**src/hw/cache_geom_pkg.sv**
```systemverilog
`default_nettype none

package cache_geom_pkg;

  // --------------------
  // array geometry
  // --------------------
  localparam int NUM_WAYS = 4;
  localparam int NUM_SETS = 16;
  localparam int IDX_W    = 4;
  localparam int TAG_W    = 12;
  localparam int LINE_W   = 32;
  localparam int ADDR_W   = TAG_W + IDX_W;
  localparam int STATE_W  = 3;

  typedef logic [1:0] way_t;

  // tree bits, [2] picks the half, [1] ways 0/1, [0] ways 2/3
  typedef logic [2:0] plru_t;

  // block address, flat downstream and split for lookup
  typedef union packed {
    logic [ADDR_W-1:0] flat;
    struct packed {
      logic [TAG_W-1:0] tag;
      logic [IDX_W-1:0] idx;
    } split;
  } blk_addr_u;

  // one stored line, state | tag | data
  typedef struct packed {
    logic [STATE_W-1:0] state;
    logic [TAG_W-1:0]   tag;
    logic [LINE_W-1:0]  data;
  } line_entry_t;

endpackage

`default_nettype wire

```
**src/hw/cache_msg_pkg.sv**
```systemverilog
`default_nettype none

package cache_msg_pkg;

  // --------------------
  // opcodes and states
  // --------------------
  typedef enum logic [1:0] {RD = 2'd0, WR = 2'd1, RFO = 2'd2} core_op_e;

  typedef enum logic [2:0] {
    INVALID   = 3'd0,
    SHARED    = 3'd1,
    EXCLUSIVE = 3'd2,
    MODIFIED  = 3'd3,
    MIGRATED  = 3'd4
  } coh_state_e;

  typedef enum logic [1:0] {DRD = 2'd0, DRFO = 2'd1, DINV = 2'd2} down_op_e;

  // fill code from downstream, ACK carries no data
  typedef enum logic [1:0] {SNOOP = 2'd0, FETCH = 2'd1, ACK = 2'd2} fill_rsp_e;

  // --------------------
  // channel payloads
  // --------------------
  typedef struct packed {
    core_op_e                          op;
    cache_geom_pkg::blk_addr_u         addr;
    logic [cache_geom_pkg::LINE_W-1:0] data;
  } core_req_t;

  typedef struct packed {
    logic [cache_geom_pkg::LINE_W-1:0] data;
  } core_rsp_t;

  typedef struct packed {
    down_op_e                  op;
    cache_geom_pkg::blk_addr_u addr;
  } down_req_t;

  typedef struct packed {
    fill_rsp_e                         rsp;
    logic [cache_geom_pkg::LINE_W-1:0] data;
  } down_rsp_t;

  // result of the tag compare on the selected way
  typedef struct packed {
    logic                              hit;
    cache_geom_pkg::way_t              way;
    logic [cache_geom_pkg::IDX_W-1:0]  idx;
    coh_state_e                        state;
    logic [cache_geom_pkg::LINE_W-1:0] data;
  } lookup_t;

  typedef struct packed {
    logic                             en;
    logic [cache_geom_pkg::IDX_W-1:0] idx;
    cache_geom_pkg::way_t             way;
    cache_geom_pkg::line_entry_t      entry;
    logic                             tag_wr;
  } line_wr_t;

endpackage

`default_nettype wire

```
**src/hw/coh_cache_top.sv**
```systemverilog
`timescale 1ns/10ps
`default_nettype none

module coh_cache_top
  import cache_geom_pkg::*;
  import cache_msg_pkg::*;
(
  input  logic      clk,
  input  logic      rst_n,
  input  logic      core_req_valid,
  output logic      core_req_ready,
  input  core_req_t core_req,
  output logic      core_rsp_valid,
  input  logic      core_rsp_ready,
  output core_rsp_t core_rsp,
  output logic      down_req_valid,
  input  logic      down_req_ready,
  output down_req_t down_req,
  input  logic      down_rsp_valid,
  output logic      down_rsp_ready,
  input  down_rsp_t down_rsp
);

  // --------------------
  // internal wiring
  // --------------------
  logic [IDX_W-1:0]           rd_idx;
  line_entry_t [NUM_WAYS-1:0] rd_set;
  plru_t                      rd_plru;
  core_req_t                  req;
  lookup_t                    lookup;
  logic                       busy;
  logic                       respond;
  logic                       fill_done;
  logic                       buf_release;
  line_wr_t                   wr;
  logic                       promote;
  logic [IDX_W-1:0]           promote_idx;
  way_t                       promote_way;

  line_store u_store (
    .clk(clk), .rst_n(rst_n),
    .rd_idx(rd_idx), .rd_set(rd_set), .rd_plru(rd_plru),
    .wr(wr),
    .promote(promote), .promote_idx(promote_idx), .promote_way(promote_way)
  );

  req_decode u_decode (
    .clk(clk), .rst_n(rst_n),
    .core_req_valid(core_req_valid), .core_req_ready(core_req_ready), .core_req(core_req),
    .busy(busy), .buf_release(buf_release),
    .rd_idx(rd_idx), .rd_set(rd_set), .rd_plru(rd_plru),
    .req(req), .lookup(lookup)
  );

  miss_control u_ctrl (
    .clk(clk), .rst_n(rst_n),
    .req(req), .lookup(lookup), .accepted(core_req_valid), .buf_release(buf_release),
    .down_req_valid(down_req_valid), .down_req_ready(down_req_ready), .down_req(down_req),
    .down_rsp_valid(down_rsp_valid), .down_rsp_ready(down_rsp_ready),
    .busy(busy), .respond(respond), .fill_done(fill_done)
  );

  resp_update u_result (
    .clk(clk), .rst_n(rst_n),
    .req(req), .lookup(lookup), .respond(respond), .fill_done(fill_done),
    .down_rsp(down_rsp),
    .core_rsp_valid(core_rsp_valid), .core_rsp_ready(core_rsp_ready), .core_rsp(core_rsp),
    .buf_release(buf_release), .wr(wr),
    .promote(promote), .promote_idx(promote_idx), .promote_way(promote_way)
  );

endmodule

`default_nettype wire

```
**src/hw/line_store.sv**
```systemverilog
`timescale 1ns/10ps
`default_nettype none

module line_store
  import cache_geom_pkg::*;
  import cache_msg_pkg::*;
(
  input  logic                       clk,
  input  logic                       rst_n,
  input  logic [IDX_W-1:0]           rd_idx,
  output line_entry_t [NUM_WAYS-1:0] rd_set,
  output plru_t                      rd_plru,
  input  line_wr_t                   wr,
  input  logic                       promote,
  input  logic [IDX_W-1:0]           promote_idx,
  input  way_t                       promote_way
);

  logic [STATE_W-1:0] state_q [NUM_SETS][NUM_WAYS];
  logic [TAG_W-1:0]   tag_q   [NUM_SETS][NUM_WAYS];
  logic [LINE_W-1:0]  data_q  [NUM_SETS][NUM_WAYS];
  plru_t              plru_q  [NUM_SETS];

  // --------------------
  // read side
  // --------------------
  always_comb begin
    for (int w = 0; w < NUM_WAYS; w++) begin
      rd_set[w].state = state_q[rd_idx][w];
      rd_set[w].tag   = tag_q[rd_idx][w];
      rd_set[w].data  = data_q[rd_idx][w];
    end
  end

  assign rd_plru = plru_q[rd_idx];

  // --------------------
  // state and tree update
  // --------------------
  always_ff @(posedge clk or negedge rst_n) begin
    if (!rst_n) begin
      for (int s = 0; s < NUM_SETS; s++) begin
        plru_q[s] <= '0;
        for (int w = 0; w < NUM_WAYS; w++) begin
          state_q[s][w] <= INVALID;
        end
      end
    end else begin
      if (wr.en) begin
        state_q[wr.idx][wr.way] <= wr.entry.state;
      end
      // point the tree away from the promoted way
      if (promote) begin
        case (promote_way)
          2'd0: plru_q[promote_idx] <= {1'b1, 1'b1, plru_q[promote_idx][0]};
          2'd1: plru_q[promote_idx] <= {1'b1, 1'b0, plru_q[promote_idx][0]};
          2'd2: plru_q[promote_idx] <= {1'b0, plru_q[promote_idx][1], 1'b1};
          default: plru_q[promote_idx] <= {1'b0, plru_q[promote_idx][1], 1'b0};
        endcase
      end
    end
  end

  // tag only on allocation, data on every write
  always_ff @(posedge clk) begin
    if (wr.en) begin
      data_q[wr.idx][wr.way] <= wr.entry.data;
      if (wr.tag_wr) begin
        tag_q[wr.idx][wr.way] <= wr.entry.tag;
      end
    end
  end

  // a written line always ends in a legal valid state
  a_wr_state_legal: assert property (@(posedge clk) disable iff (!rst_n)
    wr.en |-> (wr.entry.state != INVALID) && (wr.entry.state <= MIGRATED));

endmodule

`default_nettype wire

```
**src/hw/miss_control.sv**
```systemverilog
`timescale 1ns/10ps
`default_nettype none

module miss_control
  import cache_msg_pkg::*;
(
  input  logic      clk,
  input  logic      rst_n,
  input  core_req_t req,
  input  lookup_t   lookup,
  input  logic      accepted,
  input  logic      buf_release,
  output logic      down_req_valid,
  input  logic      down_req_ready,
  output down_req_t down_req,
  input  logic      down_rsp_valid,
  output logic      down_rsp_ready,
  output logic      busy,
  output logic      respond,
  output logic      fill_done
);

  typedef enum logic [2:0] {IDLE, ALLOCATE, ISSUE, WAIT_FILL, RESPOND} ctrl_e;

  ctrl_e    state_q;
  ctrl_e    state_nx;
  logic     busy_q;
  logic     no_issue;
  down_op_e op_nx;

  // hits that already own the line answer straight away
  assign no_issue = lookup.hit && ((req.op == RD) || (lookup.state == EXCLUSIVE) ||
                    (lookup.state == MODIFIED) || (lookup.state == MIGRATED));

  assign op_nx = lookup.hit ? DINV : ((req.op == RD) ? DRD : DRFO);

  always_comb begin
    state_nx = state_q;
    case (state_q)
      IDLE:      if (accepted && !busy_q) state_nx = ALLOCATE;
      ALLOCATE:  state_nx = no_issue ? RESPOND : ISSUE;
      ISSUE:     if (down_req_valid && down_req_ready) state_nx = WAIT_FILL;
      WAIT_FILL: if (fill_done) state_nx = RESPOND;
      RESPOND:   if (buf_release) state_nx = IDLE;
      default:   state_nx = IDLE;
    endcase
  end

  // busy comes out of reset high, so the core waits one cycle
  always_ff @(posedge clk or negedge rst_n) begin
    if (!rst_n) begin
      state_q <= IDLE;
      busy_q  <= 1'b1;
    end else begin
      state_q <= state_nx;
      busy_q  <= (state_nx != IDLE);
    end
  end

  // --------------------
  // downstream request
  // --------------------
  always_ff @(posedge clk) begin
    if (state_q == ALLOCATE) begin
      down_req.op        <= op_nx;
      down_req.addr.flat <= req.addr.flat;
    end
  end

  assign down_req_valid = (state_q == ISSUE);
  assign down_rsp_ready = (state_q == WAIT_FILL);
  assign fill_done      = down_rsp_valid && down_rsp_ready;
  assign respond        = (state_q == RESPOND);
  assign busy           = busy_q;

  a_down_req_hold: assert property (@(posedge clk) disable iff (!rst_n)
    down_req_valid && !down_req_ready |=> down_req_valid && $stable(down_req));

endmodule

`default_nettype wire

```
**src/hw/req_decode.sv**
```systemverilog
`timescale 1ns/10ps
`default_nettype none

module req_decode
  import cache_geom_pkg::*;
  import cache_msg_pkg::*;
(
  input  logic                       clk,
  input  logic                       rst_n,
  input  logic                       core_req_valid,
  output logic                       core_req_ready,
  input  core_req_t                  core_req,
  input  logic                       busy,
  input  logic                       buf_release,
  output logic [IDX_W-1:0]           rd_idx,
  input  line_entry_t [NUM_WAYS-1:0] rd_set,
  input  plru_t                      rd_plru,
  output core_req_t                  req,
  output lookup_t                    lookup
);

  logic                held_q;
  logic                accept;
  logic [NUM_WAYS-1:0] hit_vec;
  logic [NUM_WAYS-1:0] inv_vec;
  way_t                hit_way;
  way_t                inv_way;
  way_t                victim_way;
  way_t                sel_way;

  // --------------------
  // request buffer
  // --------------------
  assign core_req_ready = !busy;
  assign accept         = core_req_valid && core_req_ready;

  always_ff @(posedge clk or negedge rst_n) begin
    if (!rst_n) begin
      held_q <= 1'b0;
    end else if (accept) begin
      held_q <= 1'b1;
    end else if (buf_release) begin
      held_q <= 1'b0;
    end
  end

  always_ff @(posedge clk) begin
    if (accept) begin
      req <= core_req;
    end
  end

  // --------------------
  // lookup
  // --------------------
  assign rd_idx = req.addr.split.idx;

  // walk down so the lowest matching way wins
  always_comb begin
    hit_way = '0;
    inv_way = '0;
    for (int w = NUM_WAYS - 1; w >= 0; w--) begin
      inv_vec[w] = (rd_set[w].state == INVALID);
      hit_vec[w] = held_q && !inv_vec[w] && (rd_set[w].tag == req.addr.split.tag);
      if (hit_vec[w]) hit_way = way_t'(w);
      if (inv_vec[w]) inv_way = way_t'(w);
    end
  end

  assign victim_way = {rd_plru[2], rd_plru[2] ? rd_plru[0] : rd_plru[1]};
  assign sel_way    = (|hit_vec) ? hit_way : ((|inv_vec) ? inv_way : victim_way);

  assign lookup.hit   = |hit_vec;
  assign lookup.way   = sel_way;
  assign lookup.idx   = rd_idx;
  assign lookup.state = coh_state_e'(rd_set[sel_way].state);
  assign lookup.data  = rd_set[sel_way].data;

  a_single_hit: assert property (@(posedge clk) disable iff (!rst_n) $onehot0(hit_vec));

endmodule

`default_nettype wire

```
**src/hw/resp_update.sv**
```systemverilog
`timescale 1ns/10ps
`default_nettype none

module resp_update
  import cache_geom_pkg::*;
  import cache_msg_pkg::*;
(
  input  logic              clk,
  input  logic              rst_n,
  input  core_req_t         req,
  input  lookup_t           lookup,
  input  logic              respond,
  input  logic              fill_done,
  input  down_rsp_t         down_rsp,
  output logic              core_rsp_valid,
  input  logic              core_rsp_ready,
  output core_rsp_t         core_rsp,
  output logic              buf_release,
  output line_wr_t          wr,
  output logic              promote,
  output logic [IDX_W-1:0]  promote_idx,
  output way_t              promote_way
);

  logic              filled_q;
  fill_rsp_e         fill_rsp_q;
  logic [LINE_W-1:0] fill_data_q;
  coh_state_e        state_nx;
  logic [LINE_W-1:0] data_nx;
  logic              load;

  assign buf_release = core_rsp_valid && core_rsp_ready;
  assign load        = respond && !core_rsp_valid;

  // --------------------
  // fill capture
  // --------------------
  always_ff @(posedge clk or negedge rst_n) begin
    if (!rst_n) begin
      filled_q <= 1'b0;
    end else if (fill_done) begin
      filled_q <= (down_rsp.rsp != ACK);
    end else if (buf_release) begin
      filled_q <= 1'b0;
    end
  end

  always_ff @(posedge clk) begin
    if (fill_done) begin
      fill_rsp_q  <= down_rsp.rsp;
      fill_data_q <= down_rsp.data;
    end
  end

  // new line contents
  always_comb begin
    data_nx  = filled_q ? fill_data_q : lookup.data;
    state_nx = lookup.state;
    case (req.op)
      RD: begin
        if (filled_q) state_nx = (fill_rsp_q == SNOOP) ? SHARED : EXCLUSIVE;
      end
      WR: begin
        state_nx = MODIFIED;
        data_nx  = req.data;
      end
      RFO:     state_nx = MIGRATED;
      default: state_nx = lookup.state;
    endcase
  end

  // --------------------
  // core response
  // --------------------
  always_ff @(posedge clk or negedge rst_n) begin
    if (!rst_n) begin
      core_rsp_valid <= 1'b0;
    end else if (load) begin
      core_rsp_valid <= 1'b1;
    end else if (buf_release) begin
      core_rsp_valid <= 1'b0;
    end
  end

  // writes answer with zero
  always_ff @(posedge clk) begin
    if (load) begin
      core_rsp.data <= (req.op == WR) ? '0 : data_nx;
    end
  end

  // line write lands with the response transfer
  assign wr.en          = buf_release;
  assign wr.idx         = lookup.idx;
  assign wr.way         = lookup.way;
  assign wr.entry.state = state_nx;
  assign wr.entry.tag   = req.addr.split.tag;
  assign wr.entry.data  = data_nx;
  assign wr.tag_wr      = !lookup.hit;

  assign promote     = buf_release && lookup.hit;
  assign promote_idx = lookup.idx;
  assign promote_way = lookup.way;

endmodule

`default_nettype wire

```
**config.mk**
```make
export PLATFORM = sky130hd
export DESIGN_NAME = coh_cache_top
export DESIGN_NICKNAME = d
export VERILOG_FILES = /design/src/hw/cache_geom_pkg.sv /design/src/hw/cache_msg_pkg.sv /design/src/hw/coh_cache_top.sv /design/src/hw/line_store.sv /design/src/hw/miss_control.sv /design/src/hw/req_decode.sv /design/src/hw/resp_update.sv
export SDC_FILE = /design/constraint.sdc
export NUM_CORES = 2
export LEC_CHECK = 0
export BUFFER_PORTS_ARGS = -buffer_cell sky130_fd_sc_hd__buf_2
export CORE_MARGIN = 8
export CORE_UTILIZATION = 58
export CTS_CLUSTER_DIAMETER = 200
export DETAILED_ROUTE_END_ITERATION = 12
export PLACE_DENSITY = 0.74
export SKIP_CTS_REPAIR_TIMING = 1
export SLEW_MARGIN = 40
export SYNTH_ARGS = -nofsm -noshare
export SYNTH_HDL_FRONTEND = slang
export SYNTH_SLANG_ARGS = --single-unit
```
**constraint.sdc**
```tcl
create_clock -name clk -period 13.5 [get_ports clk]
set_input_delay 2.7 -clock clk [delete_from_list [all_inputs] [get_ports clk]]
set_output_delay 2.7 -clock clk [all_outputs]
set_load 0.05 [all_outputs]
```
==> Yosys cells after proc, flatten, opt, wreduce, memory -nomap -nowiden <==
Memories as Yosys holds them, arrays and structs flattened. A register that Yosys moved wholly into a read port is not among the register bits.
Index checks and enable logic that the tools add are counted.
{ "totals": {"register_bits": 381, "in_bits": 90, "word_cells": 216, "ramBits": 2816, "n_memories": 2, "out_inout_bits": 54} }
{ "classes": {"bitwise": 2, "eq_ne": 16, "n_mux": 58, "reduce_logical": 40, "order_cmp": 5} }
{ "memory_table": {"columns": ["name", "words", "word_bits", "read_ports", "rd_ports_with_merged_regs", "wr", "line", "source"], "rows": [
  ["u_store.data_q", 16, 128, 1, 1, 1, "line_store.sv:21", "logic [LINE_W-1:0] data_q [NUM_SETS][NUM_WAYS];"],
  ["u_store.tag_q", 16, 48, 1, 1, 1, "line_store.sv:20", "logic [TAG_W-1:0] tag_q [NUM_SETS][NUM_WAYS];"]
]} }
{ "ops": {"columns": ["cell", "count"], "rows": [
  ["$bwmux W192", 1],
  ["$bwmux W48", 4],
  ["$pmux W48 S3", 1],
  ["$mux W128", 1],
  ["$mux W32", 3],
  ["$bmux W47 S2", 1],
  ["$demux W32 S2", 1],
  ["$bmux W12 S4", 1],
  ["$demux W12 S4", 1],
  ["$eq A12 B12 Y1", 4],
  ["$mux W12", 4],
  ["$mux W48", 1],
  ["$mux W47", 1],
  ["$mux W3", 10],
  ["$demux W12 S2", 1],
  ["$mux W2", 11],
  ["$logic_and A1 B1 Y1", 17],
  ["$logic_not A3 Y1", 5],
  ["$pmux W3 S5", 1],
  ["$bmux W3 S4", 1],
  ["$demux W3 S4", 1],
  ["$eq A3 B2 Y1 const B", 4],
  ["$mux W1", 9],
  ["$pmux W3 S3", 1],
  ["other kinds (20)", 36]
]} }

==> Logic depth before layout (Yosys ltp) <==
{ "logic_depth": {"depth_word": 23, "mapped_depth": 21, "depth_no_buf": 13} }

==> Hierarchy <==
From an unflattened synthesis, not the netlist that was laid out.
{ "unflattened": {"hier_cells": 5648, "hier_area_um2": 125758.1} }
{ "by_module_without_submodules": {"columns": ["mod", "seq_area_each_um2", "n_inst", "cells_each", "area_per_inst_um2"], "rows": [
  ["line_store", 90566.9, 1, 5026, 117968.1],
  ["req_decode", 1526.5, 1, 313, 3686.0],
  ["resp_update", 2031.9, 1, 258, 3283.1],
  ["miss_control", 641.9, 1, 51, 820.8]
]} }

==> Worst setup path after synthesis <==
Ideal clock, no wire load.
{ "synth_timing": {"path_type": "reg2reg", "start": "register u_decode.req[41] (netlist name)", "end": "memory u_store.data_q[0][124] in the netlist's numbering, data pin", "path_buffers": 2, "path_slack_ns": 6.745, "required_ns": 12.912, "t_arrival_ns": 6.166, "path_stages_with_launch": 16, "cell_sequence": "edfxtp_1 > clkbuf_1 > clkinv_1 > nand3_1 > o21a_1 > o311ai_0 > a211o_1 > or4b_1 > or3_1 > and2_4 > buf_6 > mux2i_1 > mux4_2 > nand2_1 > nand2_1 > a31oi_1"} }
{ "synth_via": {"elab_chain_len": 11, "word_cells_on_any_way": 18, "cone_classes": "eq/ne (4); mux (9); reduce/logical (5)"} }
{ "synth_lines": {"columns": ["element", "line", "source"], "rows": [
  ["$eq A12 B12 Y1", "req_decode.sv:64", "hit_vec[w] = held_q && !inv_vec[w] && (rd_set[w].tag == req.addr.split.tag);"],
  ["$logic_and A1 B1 Y1", "req_decode.sv:64", null],
  ["$mux W2 (4 in a row)", "req_decode.sv:65", "if (hit_vec[w]) hit_way = way_t'(w);"],
  ["$mux W2 *", "req_decode.sv:71", "assign sel_way = (|hit_vec) ? hit_way : ((|inv_vec) ? inv_way : victim_way);"],
  ["$bmux W47 S2 *", "req_decode.sv:77", "assign lookup.data = rd_set[sel_way].data;"],
  ["$mux W47 *", null, null],
  ["$mux W32 *", "resp_update.sv:57", "data_nx = filled_q ? fill_data_q : lookup.data;"],
  ["$mux W32 *", "resp_update.sv:59", "case (req.op)"],
  ["named net u_result.data_nx[28]", "resp_update.sv:29", "logic [LINE_W-1:0] data_nx;"],
  ["end: declaration", "line_store.sv:21", null]
]} }
The timed path passes the listed nets; every way through them passes the cells marked *. The select of a mux whose other input is x is not followed.

==> key figures <==
Setup path
  – Slowest cell on the critical path: a211oi_1
  – WP buf/inv: 4
  – CP top delay family: compound AO/OA/AOI/OAI gates
  – CP Max Fanout: 40
  – Slowest Stage Delay on Critical Path: roughly 0.8 ns
  – WP data required: about 14 ns
  – CP arrival: about 9.3 ns
  – Crit path launch type: flip-flop
  – R2R setup slack: about 4.9 ns
  – CP cell instances: buf_6 > buf_4 > mux4_2 > mux2i_1 > xnor2_1 > nor4b_1 > buf_4 > nor2_1 > a21oi_1 > a221o_1 > nand2_4 > a211oi_1 > a211oi_1 > a211oi_1 > a21oi_1 > a21oi_4 > buf_4
  – Kind of critical path: reg2reg
  – Crit end category: flip-flop

Drt
  – Drt first pass iters: 6
  – Via Count: roughly 64,000
  – Initial drt markers: 9,100
  – Final WL: roughly 320 mm
  – Remaining DRCs: 0
  – Final ANT Viol Nets: 0
  – Post-DR vias/cell: just under 7
  – WL per Instance: 34.5 um

CTS
  – H-Tree Depth: 5
  – TritonCTS clock tree: done
  – # clock sinks: between 3,000 and 4,000
  – Num CTS Buffers: 320
  – CTS max path bufs: 4
  – CTS root buffer: clkbuf_16
  – Worst-path clk slew: around 0.060 ns
  – Clock Latency Late Sink: 0.95 ns

Logic synthesis
  – Register area share after synthesis: around three quarters
  – Post-synth EDFFs: about 3,000
  – Synth Area in Simple Gates: between 2 and 2.5%
  – Synth warnings: 0
  – Synth unique cells: 91
  – Post-Syn Nets: between 6,000 and 7,000
  – Synth Area in Adders: 0%
  – Most used DFF post-synth: edfxtp_1
  – Synthesized instance count: between 5,000 and 6,000
  – Post-Synth XOR/XNOR Area: 0.453%
  – Mapped Avg Cell Area: 21.0 um^2
  – Mux share of post-synthesis cell area: 17.5%
  – Post-synthesis cell area: 126,000 um^2
  – Post-synth ARST share: 7.72%
  – Synth Register Bits: between 3,000 and 4,000
  – Largest family of logic cells by synthesized area: multiplexers
  – Compound-Gate Fraction of Synth Area: under 10%

STA
  – Min Clock Period, post-route: 8.59 ns
  – Total Neg Setup Slack: 0 ns
  – Tcrit/Tclk final: 63.6%
  – Final Max Tran Viols: 0
  – Achievable Freq: approximately 0.12 GHz
  – Measured slew at the worst slew-check pin: ~0.92 ns
  – Final Hold Fails: 0
  – Final clock skew: 0.0496 ns
  – RSZ-0062 raised after global routing: false
  – Slew margin rel.: 38.5%
  – Setup violators final: 0

Place
  – IO buf count: between 100 and 150
  – Detail Placement HPWL: ~180 mm
  – GP Congestion: 0.864
  – DP Area: ~130,000 um^2

Layout
  – Share of cells above drive strength 1: between 20% and 30%
  – Most frequent cells in the layout: edfxtp_1 (2,950), mux4_2 (835), clkbuf_16 (328)
  – Commonest non-fill, non-tap cell in the layout: edfxtp_1
  – # nets final: ~6,400
  – Cell area after layout: roughly 140,000 um^2
  – Core Util, Final: 65.2%
  – Synth-to-Final Area Change: 12.2%

Floorplanning
  – Chip Width: 482 um
  – Core area: 216,000 um^2
  – Top Ports: approximately 140
  – Cell row count: roughly 170
  – Vert. Die Dim: between 400 and 500 um
  – Die Area: between 200,000 and 250,000 um^2
  – Initial Utilization: between 50% and 60%

Hold path
  – HP Class: reg2reg

Global routing
  – Congestion Overflow GR: 0
  – Largest net degree at the start of global routing: between 100 and 150
  – Initial antenna violation count: 14
  – First-pass GRT wire length: about 460 mm
  – Number of global-route vias before repair: 64,100
  – Global Route Usage Sum: between 20% and 30%

Run
  – Max-capacitance violation count: 0

Pwr
  – P per Cell Area: 188 nW/um^2
  – P_leak: between 40 and 50 nW
  – VDD IR max: 0.200 mV

Status
  – Run status: finished clean
power by group:
group	internal, mW	switching, mW	total, mW
clock	4.85	3.62	8.47
combinational	1.94	3.78	5.72
sequential	12.2	0.132	12.3
final cells by class:
cell class	instances	area [um^2]
sequential	3201	94900
fill	13600	75300
multi-input combinational	2371	29600
clock buffer	396	8530
tap	2854	3570
timing repair buffer	354	2800
clock inverter	157	1270
inverter	71	359
antenna	6	15.0
layer usage:
layer / share of wire, % / track usage, %
met1: 37 / 38.3
met2: 48 / 44.2
met3: 9.9 / 5.37
met4: 5.0 / 12.0
met5: 0.014 / 0
worst reg2reg max path: stages (launching register included):
cell and delay (ns):
dfxtp_4 0.67, buf_6 0.57, buf_4 0.75, mux4_2 0.64, mux2i_1 0.17, xnor2_1 0.08, nor4b_1 0.58, buf_4 0.22
nor2_1 0.06, a21oi_1 0.28, a221o_1 0.65, nand2_4 0.59, a211oi_1 0.84, a211oi_1 0.13, a211oi_1 0.72, a21oi_1 0.23
a21oi_4 0.71, buf_4 0.45
stage by stage:
stage          setup slack (ns)  instances  power, mW  hold slack, ns
6_report                   4.91       9410       26.5           0.476
5_1_grt                    4.62       9406       27.2           0.495
4_1_cts                    4.98       9396       26.6           0.481
3_5_place_dp               5.06       8843       18.2           0.468
3_3_place_gp               4.93       8832       18.0           0.455
2_1_floorplan              6.75       5975       16.2           0.421
cells in the mapped netlist, drive strengths merged, types with 4 or more instances:
cell type	instances	area, um^2
o21ai	204	1040
o211ai	4	30.0
or3	7	43.8
nor4b	4	41.3
inv	70	263
o31ai	12	169
a21oi	121	609
or3b	4	35.0
buf	202	1220
a221oi	13	120
nand4b	5	43.8
dfrtp	246	6160
mux2	112	1490
nor3	23	120
nor3b	4	30.0
and2	28	178
a21o	4	30.0
xnor2	48	420
mux4	835	18800
o21a	4	30.0
edfxtp	2950	88600
xor2	17	149
dfxtp	4	80.1
nand2	299	1120
a22oi	26	209
nor2b	33	206
nor4	6	37.5
nand2b	10	62.6
nand3b	5	37.5
nand4	4	25.0
a311oi	12	105
clkbuf	130	488
a211oi	83	628
mux2i	166	1670
nor2	183	697
or2	4	25.0
a22o	6	52.6
a31oi	6	37.5
o22ai	15	93.8
and3	12	75.1
nand3	13	65.1
kinds of logic (layout without fill, tap and decap cells):
kind of cell | Yosys count | in the layout
buffers and inverters | 403 | 978
AO/OA/AOI/OAI | 541 | 541
multiplexers | 1113 | 1113
XOR/XNOR | 65 | 65
other | 0 | 6
flip-flops | 3201 | 3201
AND/OR/NAND/NOR | 652 | 652
state kept, by name (all words and copies together) (netlist names), named ones only:
name,count
u_store.data_q,2048
u_store.state_q,192
u_result.fill_data_q,32
u_decode.lookup,4
u_ctrl.down_req,18
u_result.core_rsp_valid,1
u_result.core_rsp,32
u_store.plru_q,48
u_ctrl.busy,1
u_ctrl.state_q,3
u_store.tag_q,768
u_decode.req,46
u_decode.held_q,1
u_result.filled_q,1
u_result.fill_rsp_q,2
worst paths after layout:
kind	depth (start not counted)	from	end
max	17	flip-flop	u_store.data_q[14][36]
min	2	u_store.plru_q[2]	u_store.plru_q[2]
max reg2reg	17	flip-flop	u_store.data_q[14][36]
min reg2reg	2	u_store.plru_q[2]	u_store.plru_q[2]
max in group asynchronous	5	rst_n	u_store.state_q[76]
min in group asynchronous	1	rst_n	u_result.filled_q
(Power assumes the default switching activity.)
